<file path="config.mk">
export PLATFORM = sky130hd
export DESIGN_NAME = sdram_seq_top
export DESIGN_NICKNAME = d
export VERILOG_FILES = /design/src/sdram_pkg.sv /design/src/sdram_cfg_regs.sv /design/src/sdram_cmd_fsm.sv /design/src/sdram_delay_timer.sv /design/src/sdram_seq_top.sv
export SDC_FILE = /design/constraint.sdc
export NUM_CORES = 1
export LEC_CHECK = 0
export ABC_AREA = 1
export BUFFER_PORTS_ARGS = -buffer_cell sky130_fd_sc_hd__buf_2
export CAP_MARGIN = 10
export CORE_MARGIN = 5
export CORE_UTILIZATION = 50
export CTS_BUF_LIST = sky130_fd_sc_hd__clkbuf_4 sky130_fd_sc_hd__clkbuf_8
export CTS_CLUSTER_SIZE = 30
export DETAILED_ROUTE_END_ITERATION = 12
export GPL_TIMING_DRIVEN = 0
export PLACE_DENSITY = 0.75
export SLEW_MARGIN = 20
export SYNTH_ARGS = -nofsm -noshare
export SYNTH_HDL_FRONTEND = slang
export SYNTH_SLANG_ARGS = --single-unit
</file>
<file path="constraint.sdc">
create_clock -name clk -period 8.2 [get_ports clk]
set_input_delay 1.64 -clock clk [delete_from_list [all_inputs] [get_ports clk]]
set_output_delay 1.64 -clock clk [all_outputs]
set_load 0.02 [all_outputs]
</file>
<file path="src/sdram_pkg.sv">
package sdram_pkg;

	////////////////////////////////
	// SDRAM command codes and field widths

	// {cs_n, ras_n, cas_n, we_n}
	typedef enum logic [3:0] {
		NOP          = 4'b0111,
		PRECHARGE    = 4'b0010,
		ACTIVATE     = 4'b0011,
		READ         = 4'b0101,
		WRITE        = 4'b0100,
		AUTO_REFRESH = 4'b0001,
		LOAD_MODE    = 4'b0000
	} sdram_op_e;

	typedef logic [1:0]  bank_t;
	typedef logic [12:0] row_t;
	typedef logic [9:0]  col_t;
	typedef logic [12:0] sdram_addr_t;
	typedef logic [3:0]  tfield_t;	// Cycles

	localparam int AP_BIT = 10;	// Auto precharge / all banks
	localparam sdram_addr_t ADDR_AP = sdram_addr_t'(1) << AP_BIT;

	typedef struct packed {
		logic [11:0] rsvd;
		tfield_t     twr;
		tfield_t     trfc;
		tfield_t     tcl;
		tfield_t     trcd;
		tfield_t     trp;	// Bits 3:0
	} sdram_timing_t;

	typedef enum logic [2:0] {NONE, TRP, TRCD, TCL, TRFC, TWR_TRP} timer_sel_e;

	typedef struct packed {
		sdram_op_e   op;
		bank_t       bank;
		sdram_addr_t addr;
	} sdram_cmd_t;

	localparam sdram_cmd_t CMD_NOP = '{op: NOP, bank: '0, addr: '0};

	typedef struct packed {
		logic we;
		bank_t bank;
		row_t row;
		col_t col;
	} host_req_t;

	////////////////////////////////
	// Register bus

	typedef logic [3:0]  axil_addr_t;
	typedef logic [31:0] axil_data_t;
	typedef logic [1:0]  axil_resp_t;

	localparam axil_resp_t RESP_OKAY = 2'b00;

	localparam axil_addr_t REG_TIMING = 4'h0;
	localparam axil_addr_t REG_MODE   = 4'h4;
	localparam axil_addr_t REG_CTRL   = 4'h8;

	typedef struct packed {
		logic       awvalid;
		axil_addr_t awaddr;
		logic       wvalid;
		axil_data_t wdata;
		logic [3:0] wstrb;
		logic       bready;
		logic       arvalid;
		axil_addr_t araddr;
		logic       rready;
	} axil_req_t;

	typedef struct packed {
		logic       awready;
		logic       wready;
		logic       bvalid;
		axil_resp_t bresp;
		logic       arready;
		logic       rvalid;
		axil_data_t rdata;
		axil_resp_t rresp;
	} axil_rsp_t;

endpackage

</file>
<file path="src/sdram_cfg_regs.sv">
module sdram_cfg_regs (
	input  logic                     clk,
	input  logic                     rst,
	input  sdram_pkg::axil_req_t     axil_req_i,
	input  logic                     init_done_i,
	output sdram_pkg::axil_rsp_t     axil_rsp_o,
	output sdram_pkg::sdram_timing_t timing_o,
	output sdram_pkg::sdram_addr_t   mode_o,
	output logic                     init_start_o
);

	logic wr_fire;
	logic rd_fire;
	logic bvalid_q;
	logic rvalid_q;
	logic init_start_q;
	sdram_pkg::axil_data_t rdata_q;
	sdram_pkg::axil_data_t rd_mux;
	sdram_pkg::axil_data_t timing_wr;
	sdram_pkg::axil_data_t mode_wr;
	sdram_pkg::sdram_timing_t timing_q;
	sdram_pkg::sdram_addr_t mode_q;

	// One write or read outstanding at a time
	assign wr_fire = axil_req_i.awvalid && axil_req_i.wvalid && !bvalid_q;
	assign rd_fire = axil_req_i.arvalid && !rvalid_q;

	// Merge write data under byte strobes
	always_comb
	begin
		timing_wr = timing_q;
		mode_wr = 32'(mode_q);
		for (int i = 0; i < 4; i++)
		begin
			if (axil_req_i.wstrb[i])
			begin
				timing_wr[8*i +: 8] = axil_req_i.wdata[8*i +: 8];
				mode_wr[8*i +: 8] = axil_req_i.wdata[8*i +: 8];
			end
		end
	end

	always_ff @(posedge clk or posedge rst)
	begin
		if (rst)
		begin
			timing_q <= '1;	// Slowest timing until programmed
			mode_q <= '0;
			init_start_q <= 1'b0;
		end
		else
		begin
			init_start_q <= wr_fire && axil_req_i.awaddr == sdram_pkg::REG_CTRL &&
				axil_req_i.wstrb[0] && axil_req_i.wdata[0];
			if (wr_fire && axil_req_i.awaddr == sdram_pkg::REG_TIMING)
				timing_q <= timing_wr;
			if (wr_fire && axil_req_i.awaddr == sdram_pkg::REG_MODE)
				mode_q <= mode_wr[12:0];
		end
	end

	// Write response
	always_ff @(posedge clk or posedge rst)
	begin
		if (rst)
			bvalid_q <= 1'b0;
		else if (wr_fire)
			bvalid_q <= 1'b1;
		else if (axil_req_i.bready)
			bvalid_q <= 1'b0;
	end

	always_comb
	begin
		case (axil_req_i.araddr)
			sdram_pkg::REG_TIMING: rd_mux = timing_q;
			sdram_pkg::REG_MODE:   rd_mux = 32'(mode_q);
			sdram_pkg::REG_CTRL:   rd_mux = {30'b0, init_done_i, 1'b0};
			default:               rd_mux = '0;	// Unmapped
		endcase
	end

	// Read data channel
	always_ff @(posedge clk or posedge rst)
	begin
		if (rst)
			rvalid_q <= 1'b0;
		else if (rd_fire)
			rvalid_q <= 1'b1;
		else if (axil_req_i.rready)
			rvalid_q <= 1'b0;
	end

	always_ff @(posedge clk)
	begin
		if (rd_fire)
			rdata_q <= rd_mux;
	end

	always_comb
	begin
		axil_rsp_o.awready = wr_fire;	// Both ready together
		axil_rsp_o.wready = wr_fire;
		axil_rsp_o.bvalid = bvalid_q;
		axil_rsp_o.bresp = sdram_pkg::RESP_OKAY;
		axil_rsp_o.arready = rd_fire;
		axil_rsp_o.rvalid = rvalid_q;
		axil_rsp_o.rdata = rdata_q;
		axil_rsp_o.rresp = sdram_pkg::RESP_OKAY;
	end

	assign timing_o = timing_q;
	assign mode_o = mode_q;
	assign init_start_o = init_start_q;

endmodule

</file>
<file path="src/sdram_cmd_fsm.sv">
module sdram_cmd_fsm (
	input  logic                   clk,
	input  logic                   rst,
	input  logic                   init_start_i,
	input  sdram_pkg::sdram_addr_t mode_i,
	input  logic                   host_req_valid_i,
	input  sdram_pkg::host_req_t   host_req_i,
	input  logic                   rfr_req_i,
	input  logic                   tmr_done_i,
	input  logic                   irc_done_i,
	output logic                   host_ack_o,
	output logic                   rfr_ack_o,
	output logic                   init_done_o,
	output sdram_pkg::sdram_cmd_t  cmd_o,
	output sdram_pkg::timer_sel_e  tmr_sel_o,
	output logic                   irc_load_o,
	output logic                   irc_dec_o
);

	typedef enum logic [4:0] {
		IDLE,
		INIT_PALL, INIT_PALL_W, INIT_REF, INIT_REF_W, INIT_LMR, INIT_LMR_W,
		RFR_PALL, RFR_PALL_W, RFR_REF, RFR_REF_W,
		ACT, ACT_W, RD, RD_W, WR, RECOVER_W
	} state_e;

	state_e state_q, state_d;
	sdram_pkg::sdram_cmd_t cmd_d, cmd_q;
	sdram_pkg::host_req_t req_q;
	logic req_ld;
	logic host_ack_d, host_ack_q;
	logic rfr_ack_d, rfr_ack_q;
	logic init_set, init_clr, init_done_q;

	always_comb
	begin
		state_d = state_q;
		cmd_d = sdram_pkg::CMD_NOP;
		tmr_sel_o = sdram_pkg::NONE;
		irc_load_o = 1'b0;
		irc_dec_o = 1'b0;
		host_ack_d = 1'b0;
		rfr_ack_d = 1'b0;
		req_ld = 1'b0;
		init_set = 1'b0;
		init_clr = 1'b0;

		case (state_q)
			IDLE:
			begin
				if (init_start_i)
				begin
					init_clr = 1'b1;
					state_d = INIT_PALL;
				end
				else if (init_done_q && rfr_req_i)	// Refresh wins over access
					state_d = RFR_PALL;
				else if (init_done_q && host_req_valid_i)
				begin
					req_ld = 1'b1;
					state_d = ACT;
				end
			end

			////////////////////////////////
			// Initialization

			INIT_PALL:
			begin
				cmd_d.op = sdram_pkg::PRECHARGE;
				cmd_d.addr = sdram_pkg::ADDR_AP;
				tmr_sel_o = sdram_pkg::TRP;
				irc_load_o = 1'b1;
				state_d = INIT_PALL_W;
			end
			INIT_PALL_W: if (tmr_done_i) state_d = INIT_REF;
			INIT_REF:
			begin
				cmd_d.op = sdram_pkg::AUTO_REFRESH;
				tmr_sel_o = sdram_pkg::TRFC;
				irc_dec_o = 1'b1;
				state_d = INIT_REF_W;
			end
			INIT_REF_W:
			begin
				if (tmr_done_i)
					state_d = irc_done_i ? INIT_LMR : INIT_REF;
			end
			INIT_LMR:
			begin
				cmd_d.op = sdram_pkg::LOAD_MODE;
				cmd_d.addr = mode_i;
				tmr_sel_o = sdram_pkg::TRFC;
				state_d = INIT_LMR_W;
			end
			INIT_LMR_W:
			begin
				if (tmr_done_i)
				begin
					init_set = 1'b1;
					state_d = IDLE;
				end
			end

			////////////////////////////////
			// Requested refresh

			RFR_PALL:
			begin
				cmd_d.op = sdram_pkg::PRECHARGE;
				cmd_d.addr = sdram_pkg::ADDR_AP;
				tmr_sel_o = sdram_pkg::TRP;
				state_d = RFR_PALL_W;
			end
			RFR_PALL_W: if (tmr_done_i) state_d = RFR_REF;
			RFR_REF:
			begin
				cmd_d.op = sdram_pkg::AUTO_REFRESH;
				tmr_sel_o = sdram_pkg::TRFC;
				rfr_ack_d = 1'b1;	// Lines up with the command
				state_d = RFR_REF_W;
			end
			RFR_REF_W: if (tmr_done_i) state_d = IDLE;

			////////////////////////////////
			// Single word access, closed page

			ACT:
			begin
				cmd_d.op = sdram_pkg::ACTIVATE;
				cmd_d.bank = req_q.bank;
				cmd_d.addr = req_q.row;
				tmr_sel_o = sdram_pkg::TRCD;
				state_d = ACT_W;
			end
			ACT_W:
			begin
				if (tmr_done_i)
					state_d = req_q.we ? WR : RD;
			end
			RD:
			begin
				cmd_d.op = sdram_pkg::READ;
				cmd_d.bank = req_q.bank;
				cmd_d.addr = sdram_pkg::ADDR_AP | sdram_pkg::sdram_addr_t'(req_q.col);
				tmr_sel_o = sdram_pkg::TCL;
				state_d = RD_W;
			end
			RD_W:
			begin
				if (tmr_done_i)
				begin
					host_ack_d = 1'b1;	// Data valid after CAS latency
					tmr_sel_o = sdram_pkg::TRP;	// Auto precharge still running
					state_d = RECOVER_W;
				end
			end
			WR:
			begin
				cmd_d.op = sdram_pkg::WRITE;
				cmd_d.bank = req_q.bank;
				cmd_d.addr = sdram_pkg::ADDR_AP | sdram_pkg::sdram_addr_t'(req_q.col);
				tmr_sel_o = sdram_pkg::TWR_TRP;
				host_ack_d = 1'b1;
				state_d = RECOVER_W;
			end
			RECOVER_W: if (tmr_done_i) state_d = IDLE;

			default: state_d = IDLE;
		endcase
	end

	always_ff @(posedge clk or posedge rst)
	begin
		if (rst)
		begin
			state_q <= IDLE;
			cmd_q <= sdram_pkg::CMD_NOP;
			host_ack_q <= 1'b0;
			rfr_ack_q <= 1'b0;
			init_done_q <= 1'b0;
		end
		else
		begin
			state_q <= state_d;
			cmd_q <= cmd_d;
			host_ack_q <= host_ack_d;
			rfr_ack_q <= rfr_ack_d;
			if (init_clr)
				init_done_q <= 1'b0;
			else if (init_set)
				init_done_q <= 1'b1;
		end
	end

	// Request held stable for the whole access
	always_ff @(posedge clk)
	begin
		if (req_ld)
			req_q <= host_req_i;
	end

	assign cmd_o = cmd_q;
	assign host_ack_o = host_ack_q;
	assign rfr_ack_o = rfr_ack_q;
	assign init_done_o = init_done_q;

endmodule

</file>
<file path="src/sdram_delay_timer.sv">
module sdram_delay_timer #(
	parameter int INIT_REFRESHES = 8
) (
	input  logic                     clk,
	input  logic                     rst,
	input  sdram_pkg::sdram_timing_t timing_i,
	input  sdram_pkg::timer_sel_e    tmr_sel_i,
	input  logic                     irc_load_i,
	input  logic                     irc_dec_i,
	output logic                     tmr_done_o,
	output logic                     irc_done_o
);

	localparam int IRC_W = $clog2(INIT_REFRESHES + 1);

	logic [7:0] timer_q;
	logic [7:0] load_val;
	logic load;
	logic done_q;
	logic [IRC_W-1:0] irc_cnt_q;
	logic irc_done_q;

	assign load = tmr_sel_i != sdram_pkg::NONE;

	// Field select
	always_comb
	begin
		case (tmr_sel_i)
			sdram_pkg::TRP:     load_val = 8'(timing_i.trp);
			sdram_pkg::TRCD:    load_val = 8'(timing_i.trcd);
			sdram_pkg::TCL:     load_val = 8'(timing_i.tcl);
			sdram_pkg::TRFC:    load_val = 8'(timing_i.trfc);
			sdram_pkg::TWR_TRP: load_val = 8'(timing_i.twr) + 8'(timing_i.trp);	// Write recovery
			default:            load_val = '0;
		endcase
	end

	always_ff @(posedge clk or posedge rst)
	begin
		if (rst)
		begin
			timer_q <= '0;
			done_q <= 1'b0;
		end
		else
		begin
			if (load)
				timer_q <= load_val;
			else if (timer_q != '0)
				timer_q <= timer_q - 8'd1;
			done_q <= timer_q == '0 && !load;	// Forced low by a load
		end
	end

	////////////////////////////////
	// Init refresh counter

	always_ff @(posedge clk or posedge rst)
	begin
		if (rst)
		begin
			irc_cnt_q <= IRC_W'(INIT_REFRESHES);
			irc_done_q <= 1'b0;
		end
		else
		begin
			if (irc_load_i)
				irc_cnt_q <= IRC_W'(INIT_REFRESHES);
			else if (irc_dec_i && irc_cnt_q != '0)
				irc_cnt_q <= irc_cnt_q - 1'b1;
			irc_done_q <= irc_cnt_q == '0 && !irc_load_i;
		end
	end

	assign tmr_done_o = done_q;
	assign irc_done_o = irc_done_q;

endmodule

</file>
<file path="src/sdram_seq_top.sv">
module sdram_seq_top #(
	parameter int INIT_REFRESHES = 8
) (
	input  logic                  clk,
	input  logic                  rst,
	input  sdram_pkg::axil_req_t  axil_req_i,
	input  logic                  host_req_valid_i,
	input  sdram_pkg::host_req_t  host_req_i,
	input  logic                  rfr_req_i,
	output sdram_pkg::axil_rsp_t  axil_rsp_o,
	output logic                  host_ack_o,
	output logic                  rfr_ack_o,
	output sdram_pkg::sdram_cmd_t sdram_cmd_o
);

	sdram_pkg::sdram_timing_t timing;
	sdram_pkg::sdram_addr_t mode;
	sdram_pkg::timer_sel_e tmr_sel;
	logic init_start;
	logic init_done;
	logic irc_load;
	logic irc_dec;
	logic tmr_done;
	logic irc_done;

	////////////////////////////////
	// Host register block

	sdram_cfg_regs cfg_regs_i (
		.clk          (clk),
		.rst          (rst),
		.axil_req_i   (axil_req_i),
		.init_done_i  (init_done),
		.axil_rsp_o   (axil_rsp_o),
		.timing_o     (timing),
		.mode_o       (mode),
		.init_start_o (init_start)
	);

	// Interval timer and init refresh count
	sdram_delay_timer #(
		.INIT_REFRESHES (INIT_REFRESHES)
	) delay_timer_i (
		.clk        (clk),
		.rst        (rst),
		.timing_i   (timing),
		.tmr_sel_i  (tmr_sel),
		.irc_load_i (irc_load),
		.irc_dec_i  (irc_dec),
		.tmr_done_o (tmr_done),
		.irc_done_o (irc_done)
	);

	sdram_cmd_fsm cmd_fsm_i (
		.clk              (clk),
		.rst              (rst),
		.init_start_i     (init_start),
		.mode_i           (mode),
		.host_req_valid_i (host_req_valid_i),
		.host_req_i       (host_req_i),
		.rfr_req_i        (rfr_req_i),
		.tmr_done_i       (tmr_done),
		.irc_done_i       (irc_done),
		.host_ack_o       (host_ack_o),
		.rfr_ack_o        (rfr_ack_o),
		.init_done_o      (init_done),
		.cmd_o            (sdram_cmd_o),
		.tmr_sel_o        (tmr_sel),
		.irc_load_o       (irc_load),
		.irc_dec_o        (irc_dec)
	);

endmodule

</file>
; After elaboration in Yosys (flattened, before gate mapping)
; Cells that the tools add are included.
; Widths: inputs -> output; s select.
[classes]
addsub = 3
eq_ne = 32
muxes = 41
n_reduce_logical = 43
[op_table]
columns = cell, count
row1 = $pmux 32 s3, 1
row2 = $pmux 5 s15, 1
row3 = $pmux 13 s4, 1
row4 = $mux 5, 9
row5 = $eq 5x4->1 const B, 8
row6 = $pmux 8 s5, 1
row7 = $pmux 3 s6, 2
row8 = $eq 5x3->1 const B, 4
row9 = $mux 1, 18
row10 = $mux 8, 2
row11 = $logic_and 1x1->1, 13
row12 = $logic_not 4->1, 3
row13 = $reduce_and 2->1, 6
row14 = $eq 5x2->1 const B, 2
row15 = $ne 2x2->1 const B, 5
row16 = $reduce_bool 2->1, 5
row17 = $reduce_or 3->1, 3
row18 = $eq 4x3->1 const B, 2
row19 = $eq 4x4->1 const B, 2
row20 = $logic_not 8->1, 1
row21 = $mux 4, 2
row22 = $reduce_bool 8->1, 1
row23 = $sub 8x1->8 const B, 1
row24 = $reduce_and 7->1, 1
row25 = 17 further kinds, 25
[word_totals]
register_bits = 146
input_bits = 79

; Longest topological paths before layout
; Gate-level depths: netlist of run 1.
[depth]
depth_word = 6
ltp_mapped = 13
depth_no_buf = 13

; Cells and area by module
; A second synthesis of run 1 with hierarchy kept.
[hier_totals]
hier_cells = 763
hier_area_um2 = 6934.2
[modules_own_cells]
columns = module, instances, cells_per_inst, area_each_um2
row1 = sdram_cfg_regs, 1, 353, 3444.6
row2 = sdram_cmd_fsm, 1, 248, 2383.5
row3 = sdram_delay_timer, 1, 162, 1106.1

; Least setup slack after synthesis of run 1
; Ideal clock, no wire load.
[synth_path]
path_kind = input port to flip-flop
startpoint = input rfr_req_i
endpoint = register cmd_fsm_i.req_q[0] (netlist name), enable pin
arrival_ps = 4291
t_required_ps = 7725
slack_ps = 3434
stages = 3
cell_sequence = nand2_1 -> inv_1 -> nor4_1
[synth_between]
elab_chain_len = 4
[synth_lines]
columns = element, line_no
row1 = from (decl), sdram_seq_top.sv:9  ; input logic rfr_req_i,
row2 = $logic_and 1x1->1, sdram_cmd_fsm.sv:56  ; else if (init_done_q && rfr_req_i)
row3 = $mux 1, sdram_cmd_fsm.sv:56
row4 = $mux 1, sdram_cmd_fsm.sv:51  ; if (init_start_i)
row5 = $mux 1, sdram_cmd_fsm.sv:48  ; case (state_q)
row6 = via cmd_fsm_i.req_ld, sdram_cmd_fsm.sv:30  ; logic req_ld;
row7 = to (signal assigned), sdram_cmd_fsm.sv:200  ; req_q <= host_req_i;
row8 = to (decl), sdram_cmd_fsm.sv:29  ; sdram_pkg::host_req_t req_q;
; The timed path passes the listed nets, and every way through them passes these cells.
; A chain may end at the register's enable or synchronous reset.

; Final worst setup path of run 1
[layout_path]
startpoint = input axil_req_i[5] (netlist name)
endpoint = output axil_rsp_o[35] (netlist name)
[layout_between]
elab_chain_len = 1
[layout_lines]
columns = element, line_no
row1 = from (decl), sdram_seq_top.sv:6  ; input sdram_pkg::axil_req_t axil_req_i,
row2 = $logic_and 1x1->1, sdram_cfg_regs.sv:26  ; assign rd_fire = axil_req_i.arvalid && !rvalid_q;
row3 = to (decl), sdram_seq_top.sv:10  ; output sdram_pkg::axil_rsp_t axil_rsp_o,
; Every way passes these cells.

==> results.cfg, run 1 <==
[routing]
drtIter0Drc = 406
dr.pass1.iters = 6
detail-route-antenna-nets = 0
drc = 0
viasPerCell = 4.99
via_count = 4907
wire_per_inst_um = 15.3
wl_um = 15100

[worst_setup_path]
endpoint_kind = output port
criticalPathCategory = primary input to output port
r2r_start = cmd_fsm_i.state_q[3]$_DFFE_PP0P_
crit_arrival_ns = 2.71
regToRegEndpoint = cmd_fsm_i.req_q[3]$_DFFE_PP_
r2r_cells = 8
critPathMaxFanout = 33
startpoint_type = primary input
rrSetupSlack_ns = 5.82
worstPathRequired_ns = 6.56

[layout]
nets = 886
nFillCells = 1079
multiInputGateArea_mm2 = 0.00187
layout_commonest_cell = buf_2
drive_above_1_share_pct = 30.8
final_core_util_pct = 62.1
design_area_mm2 = 0.00777
final_cells = 984
antennaDiodeCount = 0
seqCellArea_mm2 = 0.00399
area_growth_syn_to_layout_pct = 23.2
layout_common_cells = 138 x buf_2, 129 x nand2_1, 86 x inv_1

[cts]
worst_skew_pair.late_latency_ns = 0.44
cts_root_buf = clkbuf_8
cts_buffer_depth = 2
hold_buffers = 0
cts_resized = 0
cts_buffers = 17
htreeDepth = 4
cts_setup_buffers = 0
clk_pin_slew_worst_paths_ns = 0.08
clock-sinks = 146
cts_tree = done

[power_and_ir_drop]
p_switching_mw = 0.693
combPwrFrac_pct = 24.8
seq_power_share_pct = 43.6
peakVddDrop_mv = 0.120
p_per_area_mw_per_mm2 = 279
p_int_mw = 1.47
p_leak_nw = 3.79
clock_power_share_pct = 31.6
switching_share_pct = 32.0

[die]
dieHeight_um = 122
die_w_um = 122
dieArea_mm2 = 0.0150
coreArea_mm2 = 0.0125
io_pins = 141
num_rows = 41
start_util_pct = 50.4

[yosys]
synth_flop_cell = edfxtp_1
syn-instance-count = 636
yosysWarnings = 0
synth_cell_type_count = 38
avgSynthCellArea_um2 = 9.92
ys_seq_area_share_pct = 63.2
synth-edff-count = 58
synth_top_area_cell = edfxtp_1
synth_top_area_share_pct = 27.6
ys_ff_latch = 146
synth_area_leaders = edfxtp_1 28%, dfrtp_1 21%, dfstp_2 15%
async_flop_share_pct = 60.3
syn_area_mm2 = 0.00631

[placement]
placedInstanceArea_mm2 = 0.00727
gp_congestion = 0.883
io_buffers = 135
dpl.cell_count = 952
hpwl_um = 11500

[sta]
final_max_slew_viol_count = 0
finalSetupViolations = 0
slew-limit-headroom_pct = 50.3
period_share_pct = 53.0
period_minus_slack_ns = 4.35
fmax_mhz = 230
rsz0062_at_grt = no
tightest_slew_ns = 0.745
tns_ns = 0
whs_ns = 0.461
fin_skew_ns = 0.00991
hold_violations = 0

[grt]
grt_antenna_before_repair = 0
busiest_layer = met2
grt_pass1_vias = 4981
grt_overflow = 0
grt_pass1_wl_um = 24200
grt.met2_usage_pct = 35.8
met1_usage_pct = 26.2
met3_usage_pct = 4.61
grt_max_degree = 58
grt_usage_pct = 21.1

[worst_hold_path]
hold_path_depth = 2
hold_class = flip-flop to flip-flop
worstHoldStart = cmd_fsm_i.req_q[22]$_DFFE_PP_
worstHoldEndpoint = cmd_fsm_i.cmd_o[12]$_DFF_PP0_

[run]
maxCapViolCount = 0

[outcome]
outcome = finished, final reports clean
-- layout make-up --
class	count	share of cell area (%)
flip-flops and latches	146	51.3
clock buffers	20	3.46
clock inverters	12	2.93
well taps	172	2.77
repair buffers	140	9.34
inverters	93	4.56
multi-input cells	381	24.1
plain buffers	20	1.50
-- power groups by stage --
stage / Combinational, mW / Clock (mW) / Sequential (mW)
floorplan: 0.352 / 0 / 0.975
global placement: 0.511 / 0 / 0.954
detailed placement: 0.534 / 0 / 0.957
CTS: 0.537 / 0.697 / 0.943
global route: 0.603 / 0.732 / 0.955
finish: 0.537 / 0.685 / 0.943
-- layer usage --
metal | vias to the layer above | wire length [µm]
met4 | 0 | 362
li1 | 2377 | -
met1 | 2319 | 5970
met2 | 184 | 7850
met3 | 27 | 908
met5 | - | 0
-- critical path, cell delays in order --
cell and delay (ns):
buf_2 0.08, nand2_1 0.06, inv_2 0.54, buf_4 0.21, buf_2 0.15
-- synthesized netlist by cell type, types with 2 or more instances --
cell type  instances
o22ai_1            2
dfstp_2           36
o211ai_1           8
dfrtp_1           52
nor2_1            72
nand4_1            4
ha_1               7
or2_2              2
nor3_2             3
a22o_1             2
a21oi_1           30
edfxtp_1          58
nand3_1           26
clkbuf_1           9
nand2_1          129
xor2_1             2
a21boi_0           2
nor2_2             5
buf_4             11
inv_1             88
nand3_2            2
nor2_4             2
inv_2              4
nand2_2            5
a31oi_1            2
nor3_1             8
o21ai_0           53
o31ai_1            2
-- worst max-delay path by stage --
stage,from,to,slack [ns],cells past startpoint
floorplan,rfr_req_i,cmd_fsm_i.req_q[0]$_DFFE_PP_,3.43,3
global placement,rfr_req_i,cmd_fsm_i.req_q[12]$_DFFE_PP_,2.36,4
detailed placement,axil_req_i[5],axil_rsp_o[35],3.83,5
CTS,axil_req_i[5],axil_rsp_o[35],3.83,5
global route,axil_req_i[5],axil_rsp_o[35],3.76,5
finish,axil_req_i[5],axil_rsp_o[35],3.85,5
-- cells by family (layout without fill, tap and decap cells) --
logic type / count (synthesis) / count (layout) / synth area share, %
xor gates and xnor gates: 3 / 3 / 0.416
adders and majority gates: 8 / 8 / 1.71
other: 1 / 5 / 0.0594
AOI/OAI and AO/OA: 104 / 104 / 9.04
buffers and inverters: 113 / 285 / 7.42
DFF: 146 / 146 / 63.2
and+or+nand+nor: 261 / 261 / 18.1
-- state kept, by name, indices dropped and copies added (netlist names) --
name                      flops
cmd_fsm_i.init_done_o         1
cmd_fsm_i.host_ack_o          1
cfg_regs_i.rvalid_q           1
delay_timer_i.irc_done_o      1
cfg_regs_i.mode_o            13
delay_timer_i.timer_q         8
delay_timer_i.tmr_done_o      1
cfg_regs_i.init_start_o       1
cfg_regs_i.rdata_q           32
cfg_regs_i.bvalid_q           1
cmd_fsm_i.cmd_o              18
cfg_regs_i.timing_o          32
cmd_fsm_i.req_q              26
delay_timer_i.irc_cnt_q       4
cmd_fsm_i.rfr_ack_o           1
cmd_fsm_i.state_q             5
-- stage by stage --
step                      power, mW  worst slack (ns)
after floorplan                1.33              3.43
after global placement         1.46              2.36
after detailed placement       1.49              3.83
after CTS                      2.18              3.83
after global routing           2.29              3.76
final                          2.17              3.85
Power figures use the tool's default switching activity.
==> run 2, diff against run 1 <==
--- a/config.mk
+++ b/config.mk
@@ -14,7 +14,7 @@
 export CTS_CLUSTER_SIZE = 30
 export DETAILED_ROUTE_END_ITERATION = 12
 export GPL_TIMING_DRIVEN = 0
-export PLACE_DENSITY = 0.75
+export PLACE_DENSITY = 0.78
 export SLEW_MARGIN = 20
 export SYNTH_ARGS = -nofsm -noshare
 export SYNTH_HDL_FRONTEND = slang
==> constraint.sdc (replaced) <==
create_clock -name clk -period 3.8 [get_ports clk]
set_input_delay 0.76 -clock clk [delete_from_list [all_inputs] [get_ports clk]]
set_output_delay 0.76 -clock clk [all_outputs]
set_load 0.02 [all_outputs]
==> run 2 against run 1 <==
Clock power up 65%. Clock skew is 0.0032 ns higher. Via count shrank 2.5%. Combinational power grew 110%. Core utilization fell by 0.96 points. Global-route usage decreased by 0.99 points. Non-clock buffer count fell by 2. Worst hold slack got worse by 0.086 ns. Die area stayed put. Critical path type is now flip-flop to output port. Power up 99%. Wire length decreased by 4.4%. Sequential cell count did not move.
==> results.cfg, run 2 (synthesis gave the netlist of run 1 again) <==
[placement]
hpwl_um = 10800
gp_congestion = 0.986
placedInstanceArea_mm2 = 0.00728
io_buffers = 135

[layout]
nFillCells = 1098
design_area_mm2 = 0.00765
area_growth_syn_to_layout_pct = 21.3
layout_commonest_cell = buf_2
nets = 884
drive_above_1_share_pct = 30.5
antennaDiodeCount = 0
layout_common_cells = 135 x buf_2, 129 x nand2_1, 86 x inv_1

[worst_setup_path]
slowest_stage = inv_2
rrSetupSlack_ns = 1.75
critPathMaxFanout = 33
criticalPathCategory = flip-flop to output port
startpoint_type = flip-flop
r2r_cells = 7
path_cells = inv_1, nand2_1, inv_2, buf_4, buf_2
cpPeakStageDelay_ns = 0.55
endpoint_kind = output port
r2r_start = cmd_fsm_i.state_q[3]$_DFFE_PP0P_
crit_start = cfg_regs_i.rvalid_q$_DFFE_PP0P_
crit_arrival_ns = 1.86
worstPathRequired_ns = 3.04
regToRegEndpoint = cmd_fsm_i.req_q[5]$_DFFE_PP_

[routing]
wire_per_inst_um = 14.7
wl_um = 14400
viasPerCell = 4.87
drtIter0Drc = 422
drc = 0
dr.pass1.iters = 5
via_count = 4783
detail-route-antenna-nets = 0

[die]
dieArea_mm2 = 0.0150
dieHeight_um = 122
io_pins = 141
die_w_um = 122
coreArea_mm2 = 0.0125
start_util_pct = 50.4
num_rows = 41

[sta]
fmax_mhz = 381
hold_violations = 0
tightest_slew_ns = 0.739
rsz0062_at_grt = no
finalSetupViolations = 0
fin_skew_ns = 0.0131
tns_ns = 0
period_share_pct = 69.0
slew-limit-headroom_pct = 50.7
period_minus_slack_ns = 2.62
final_max_slew_viol_count = 0

[cts]
cts_root_buf = clkbuf_8
clock-sinks = 146
clk_pin_slew_worst_paths_ns = 0.07
cts_resized = 0
cts_buffer_depth = 2
htreeDepth = 4
cts_tree = done
hold_buffers = 0
worst_skew_pair.late_latency_ns = 0.44
cts_buffers = 17
cts_setup_buffers = 0

[power_and_ir_drop]
peakVddDrop_mv = 0.263
p_leak_nw = 3.73
p_per_area_mw_per_mm2 = 562

[grt]
grt_usage_pct = 20.2
grt_overflow = 0
grt_pass1_wl_um = 23300
grt_antenna_before_repair = 0
grt_pass1_vias = 4886
grt_max_degree = 50

[worst_hold_path]
hold_class = primary input to async pin

[outcome]
outcome = finished, final reports clean

[run]
maxCapViolCount = 0
[run 2: layer usage]
metal	global-route usage [%]	wire (µm)
met1	25.2	6020
met2	34.8	7510
met3	5.39	719
met4	5.32	178
met5	0	0
[run 2: power breakdown]
| part | switching (mW) | internal [mW] |
|---|---|---|
| clock | 0.554 | 0.579 |
| combinational | 0.755 | 0.381 |
| sequential | 0.132 | 1.90 |
[run 2: how the worst max path moves through the flow]
stage | slack, ns | depth (start not counted) | endpoint
2_1_floorplan | 0.82 | 1 | cfg_regs_i.bvalid_q$_DFFE_PP0P_
3_3_place_gp | -0.32 | 2 | cmd_fsm_i.cmd_o[7]$_DFF_PP0_
3_5_place_dp | 1.17 | 7 | cfg_regs_i.rdata_q[7]$_DFFE_PP_
4_1_cts | 1.12 | 5 | axil_rsp_o[35]
5_1_grt | 1.02 | 5 | axil_rsp_o[35]
6_report | 1.18 | 5 | axil_rsp_o[35]
[run 2: worst max-delay path, delay by kind of cell, from the launching register on]
family	cells	cell delay, ns
buffers and inverters	4	0.99
flip-flops	1	0.38
AND/OR/NAND/NOR	1	0.07
[run 2: area by class of cell]
type | count | area (µm²) | share of cell area, %
flip-flops and latches | 146 | 3990 | 52.1
clock buffers | 23 | 292 | 3.81
plain buffers | 20 | 116 | 1.52
well taps | 172 | 215 | 2.81
repair buffers | 138 | 718 | 9.39
clock inverters | 9 | 83.8 | 1.10
multi-input cells | 381 | 1880 | 24.6
inverters | 93 | 354 | 4.63
[run 2: through the flow]
step	hold WS (ns)	worst slack, ns	util (%)	std cells	total power, mW
global route	0.380	1.02	61.1	982	4.57
finish	0.375	1.18	61.1	982	4.30
floorplan	0.430	0.821	-	640	2.86
CTS	0.364	1.12	61.1	982	4.32
detailed placement	0.449	1.17	58.1	950	3.19
global placement	0.437	-0.324	57.7	947	3.14
==> run 3, diff against run 2 <==
--- a/config.mk
+++ b/config.mk
@@ -5,7 +5,7 @@
 export SDC_FILE = /design/constraint.sdc
 export NUM_CORES = 1
 export LEC_CHECK = 0
-export ABC_AREA = 1
+export ABC_AREA = 0
 export BUFFER_PORTS_ARGS = -buffer_cell sky130_fd_sc_hd__buf_2
 export CAP_MARGIN = 10
 export CORE_MARGIN = 5
@@ -14,7 +14,7 @@
 export CTS_CLUSTER_SIZE = 30
 export DETAILED_ROUTE_END_ITERATION = 12
 export GPL_TIMING_DRIVEN = 0
-export PLACE_DENSITY = 0.78
+export PLACE_DENSITY = 0.77
 export SLEW_MARGIN = 20
 export SYNTH_ARGS = -nofsm -noshare
 export SYNTH_HDL_FRONTEND = slang
==> constraint.sdc (replaced) <==
create_clock -name clk -period 2.3 [get_ports clk]
set_input_delay 0.46 -clock clk [delete_from_list [all_inputs] [get_ports clk]]
set_output_delay 0.46 -clock clk [all_outputs]
set_load 0.02 [all_outputs]
==> run 3 against run 2 <==
Clock power increased by 92%. Count of clock-buffer cells in the layout decreased by 5. Sequential cell count unchanged. Sequential share of layout area decreased by 0.95 points. Power increased by 74%. Largest cell class unchanged.
==> results.cfg, run 3 <==
[power_and_ir_drop]
seq_power_share_pct = 44.6
combPwrFrac_pct = 26.5
clock_power_share_pct = 28.9
p_int_mw = 5.15
p_per_area_mw_per_mm2 = 963
p_leak_nw = 3.47
switching_share_pct = 31.4
p_switching_mw = 2.36
peakVddDrop_mv = 0.555

[layout]
drive_above_1_share_pct = 45.6
area_growth_syn_to_layout_pct = 22.6
nets = 719
antennaDiodeCount = 0
layout_common_cells = 139 x buf_2, 58 x edfxtp_1, 52 x dfrtp_1
final_core_util_pct = 62.3
layout_commonest_cell = buf_2

[yosys]
synth_top_family_by_area = simple AND/OR/NAND/NOR gates
synth-simple-area-share_pct = 12.0
synth_commonest_cells = 58 x edfxtp_1, 52 x dfrtp_1, 45 x mux2_2, 37 x nand2_1, 36 x dfstp_2
synth_xor_area_share_pct = 0.965
synth-edff-count = 58
synth_cell_type_count = 71
yosys-mux-area-fraction_pct = 8.98
syn-instance-count = 469
async_flop_share_pct = 60.3
avgSynthCellArea_um2 = 13.5
synth_top_area_share_pct = 27.4
yosysWarnings = 0
synth_flop_cell = edfxtp_1
synth_area_leaders = edfxtp_1 27%, dfrtp_1 20%, dfstp_2 15%
synth_top_area_cell = edfxtp_1
syn_area_mm2 = 0.00635
synth_compound_area_share_pct = 10.3
ys_seq_area_share_pct = 62.8
ys_ff_latch = 146
synth.most_common_cell = edfxtp_1
synth_adder_area_share_pct = 1.69

[cts]
cts_buffers = 17
htreeDepth = 4
cts_buffer_depth = 2
worst_skew_pair.late_latency_ns = 0.45
cts_root_buf = clkbuf_8
cts_tree = done
clock-sinks = 146
clk_pin_slew_worst_paths_ns = 0.08

[worst_setup_path]
slowest_stage = or4_4
critPathTopFamily = simple AND/OR/NAND/NOR gates
critPathMaxFanout = 26
criticalPathCategory = flip-flop to flip-flop
endpoint_kind = flip-flop
cpPeakStageDelay_ns = 0.59
path_cells = or4_4, nor3_4, and4b_4
startpoint_type = flip-flop
worstPathRequired_ns = 2.41
critPathBufInv = 0
crit_arrival_ns = 2.26

[routing]
via_count = 4365
drtIter0Drc = 156
detail-route-antenna-nets = 0
viasPerCell = 5.34
wire_per_inst_um = 18.0
dr.pass1.iters = 5
drc = 0
wl_um = 14700

[sta]
fin_skew_ns = 0.0105
tightest_slew_ns = 0.656
finalSetupViolations = 0
final_max_slew_viol_count = 0
hold_violations = 0
rsz0062_at_grt = no
period_minus_slack_ns = 2.14
period_share_pct = 93.3
fmax_mhz = 466
slew-limit-headroom_pct = 55.6
finalWorstSetupSlack_ns = 0.155

[die]
io_pins = 141
coreArea_mm2 = 0.0125
num_rows = 41
start_util_pct = 50.8
dieArea_mm2 = 0.0151
die_w_um = 123
dieHeight_um = 123

[placement]
gp_congestion = 0.834
hpwl_um = 11100
io_buffers = 135
place_ws_ns = -0.353

[grt]
grt_overflow = 0
grt_max_degree = 28
met3_usage_pct = 5.48
grt_usage_pct = 20.4
busiest_layer = met2
met1_usage_pct = 26.2
grt.met2_usage_pct = 33.4
grt_pass1_vias = 4681
grt_pass1_wl_um = 23400
grt_antenna_before_repair = 1

[outcome]
outcome = finished, final reports clean

[worst_hold_path]
hold_class = primary input to flip-flop

[run]
maxCapViolCount = 0
-- run 3: cell families (layout without fill, tap and decap cells) --
group	Yosys count	after routing
AO/OA/AOI/OAI	87	87
XOR/XNOR	7	7
adder cells (fa/ha/maj)	8	8
buffers and inverters	38	210
flip-flops	146	146
multiplexers	51	51
other	1	5
AND/OR/NAND/NOR	131	131
-- run 3: path summary, 6_finish.rpt --
| path | startpoint | endpoint | slack (ns) | depth (start not counted) |
|---|---|---|---|---|
| worst max-delay path | cmd_fsm_i.state_q[0]$_DFFE_PP0P_ | cmd_fsm_i.req_q[10]$_DFFE_PP_ | 0.16 | 3 |
| worst min-delay path | axil_req_i[6] | cfg_regs_i.bvalid_q$_DFFE_PP0P_ | 0.18 | 2 |
| worst max register to register | cmd_fsm_i.state_q[0]$_DFFE_PP0P_ | cmd_fsm_i.req_q[10]$_DFFE_PP_ | 0.16 | 3 |
| worst min register to register | cmd_fsm_i.req_q[15]$_DFFE_PP_ | cmd_fsm_i.cmd_o[5]$_DFF_PP0_ | 0.44 | 2 |
| max in group asynchronous | rst | cfg_regs_i.timing_o[0]$_DFFE_PP1P_ | 1.02 | 5 |
| min in group asynchronous | rst | delay_timer_i.irc_cnt_q[0]$_DFFE_PP0P_ | 0.55 | 3 |
-- run 3: per-layer routing --
layer | vias to the layer above | part of all wire, %
li1 | 2038 | -
met5 | - | 0.075
met2 | 140 | 50
met1 | 2161 | 41
met3 | 24 | 7.0
met4 | 2 | 1.9
-- run 3: what timing repair did --
| action | CTS | global route |
|---|---|---|
| hold buffers | 1 | 0 |
| hold endpoints to repair | 9 | 0 |
| endpoints found under the setup margin | 26 | 0 |
| setup buffers | 0 | 0 |
| gates resized for setup | 2 | 0 |
-- run 3: cell type report --
| type | count | area (µm²) |
|---|---|---|
| Multi-Input combinational cell | 289 | 2190 |
| Timing Repair Buffer | 140 | 766 |
| Clock buffer | 18 | 241 |
| Buffer | 27 | 163 |
| Clock inverter | 14 | 186 |
| Sequential cell | 146 | 3990 |
| Tap cell | 172 | 215 |
| Inverter | 11 | 45.0 |
| Fill cell | 1024 | 4720 |
-- run 3: worst reg2reg max path: stages (launching register included) --
cell and delay (ns):
dfrtp_1 0.42, or4_4 0.59, nor3_4 0.24, and4b_4 0.55
-- run 3: power groups by stage --
stage / clock network (mW) / logic [mW] / registers (mW)
after CTS: 2.20 / 1.99 / 3.35
after detailed placement: 0 / 1.98 / 3.40
after floorplan: 0 / 1.34 / 3.44
final: 2.17 / 1.99 / 3.35
after global placement: 0 / 1.91 / 3.38
after global routing: 2.31 / 2.20 / 3.40
-- run 3: stage by stage --
| step | cells | hold WS (ns) | cell area [µm²] | power [mW] | setup TNS (ns) |
|---|---|---|---|---|---|
| after floorplan | 473 | 0.415 | 6380 | 4.78 | 0 |
| after global placement | 780 | 0.430 | 7270 | 5.29 | -9.61 |
| after detailed placement | 784 | 0.428 | 7350 | 5.38 | -9.11 |
| after CTS | 817 | 0.160 | 7790 | 7.54 | 0 |
| after global routing | 817 | 0.158 | 7790 | 7.91 | 0 |
| final | 817 | 0.176 | 7790 | 7.51 | 0 |
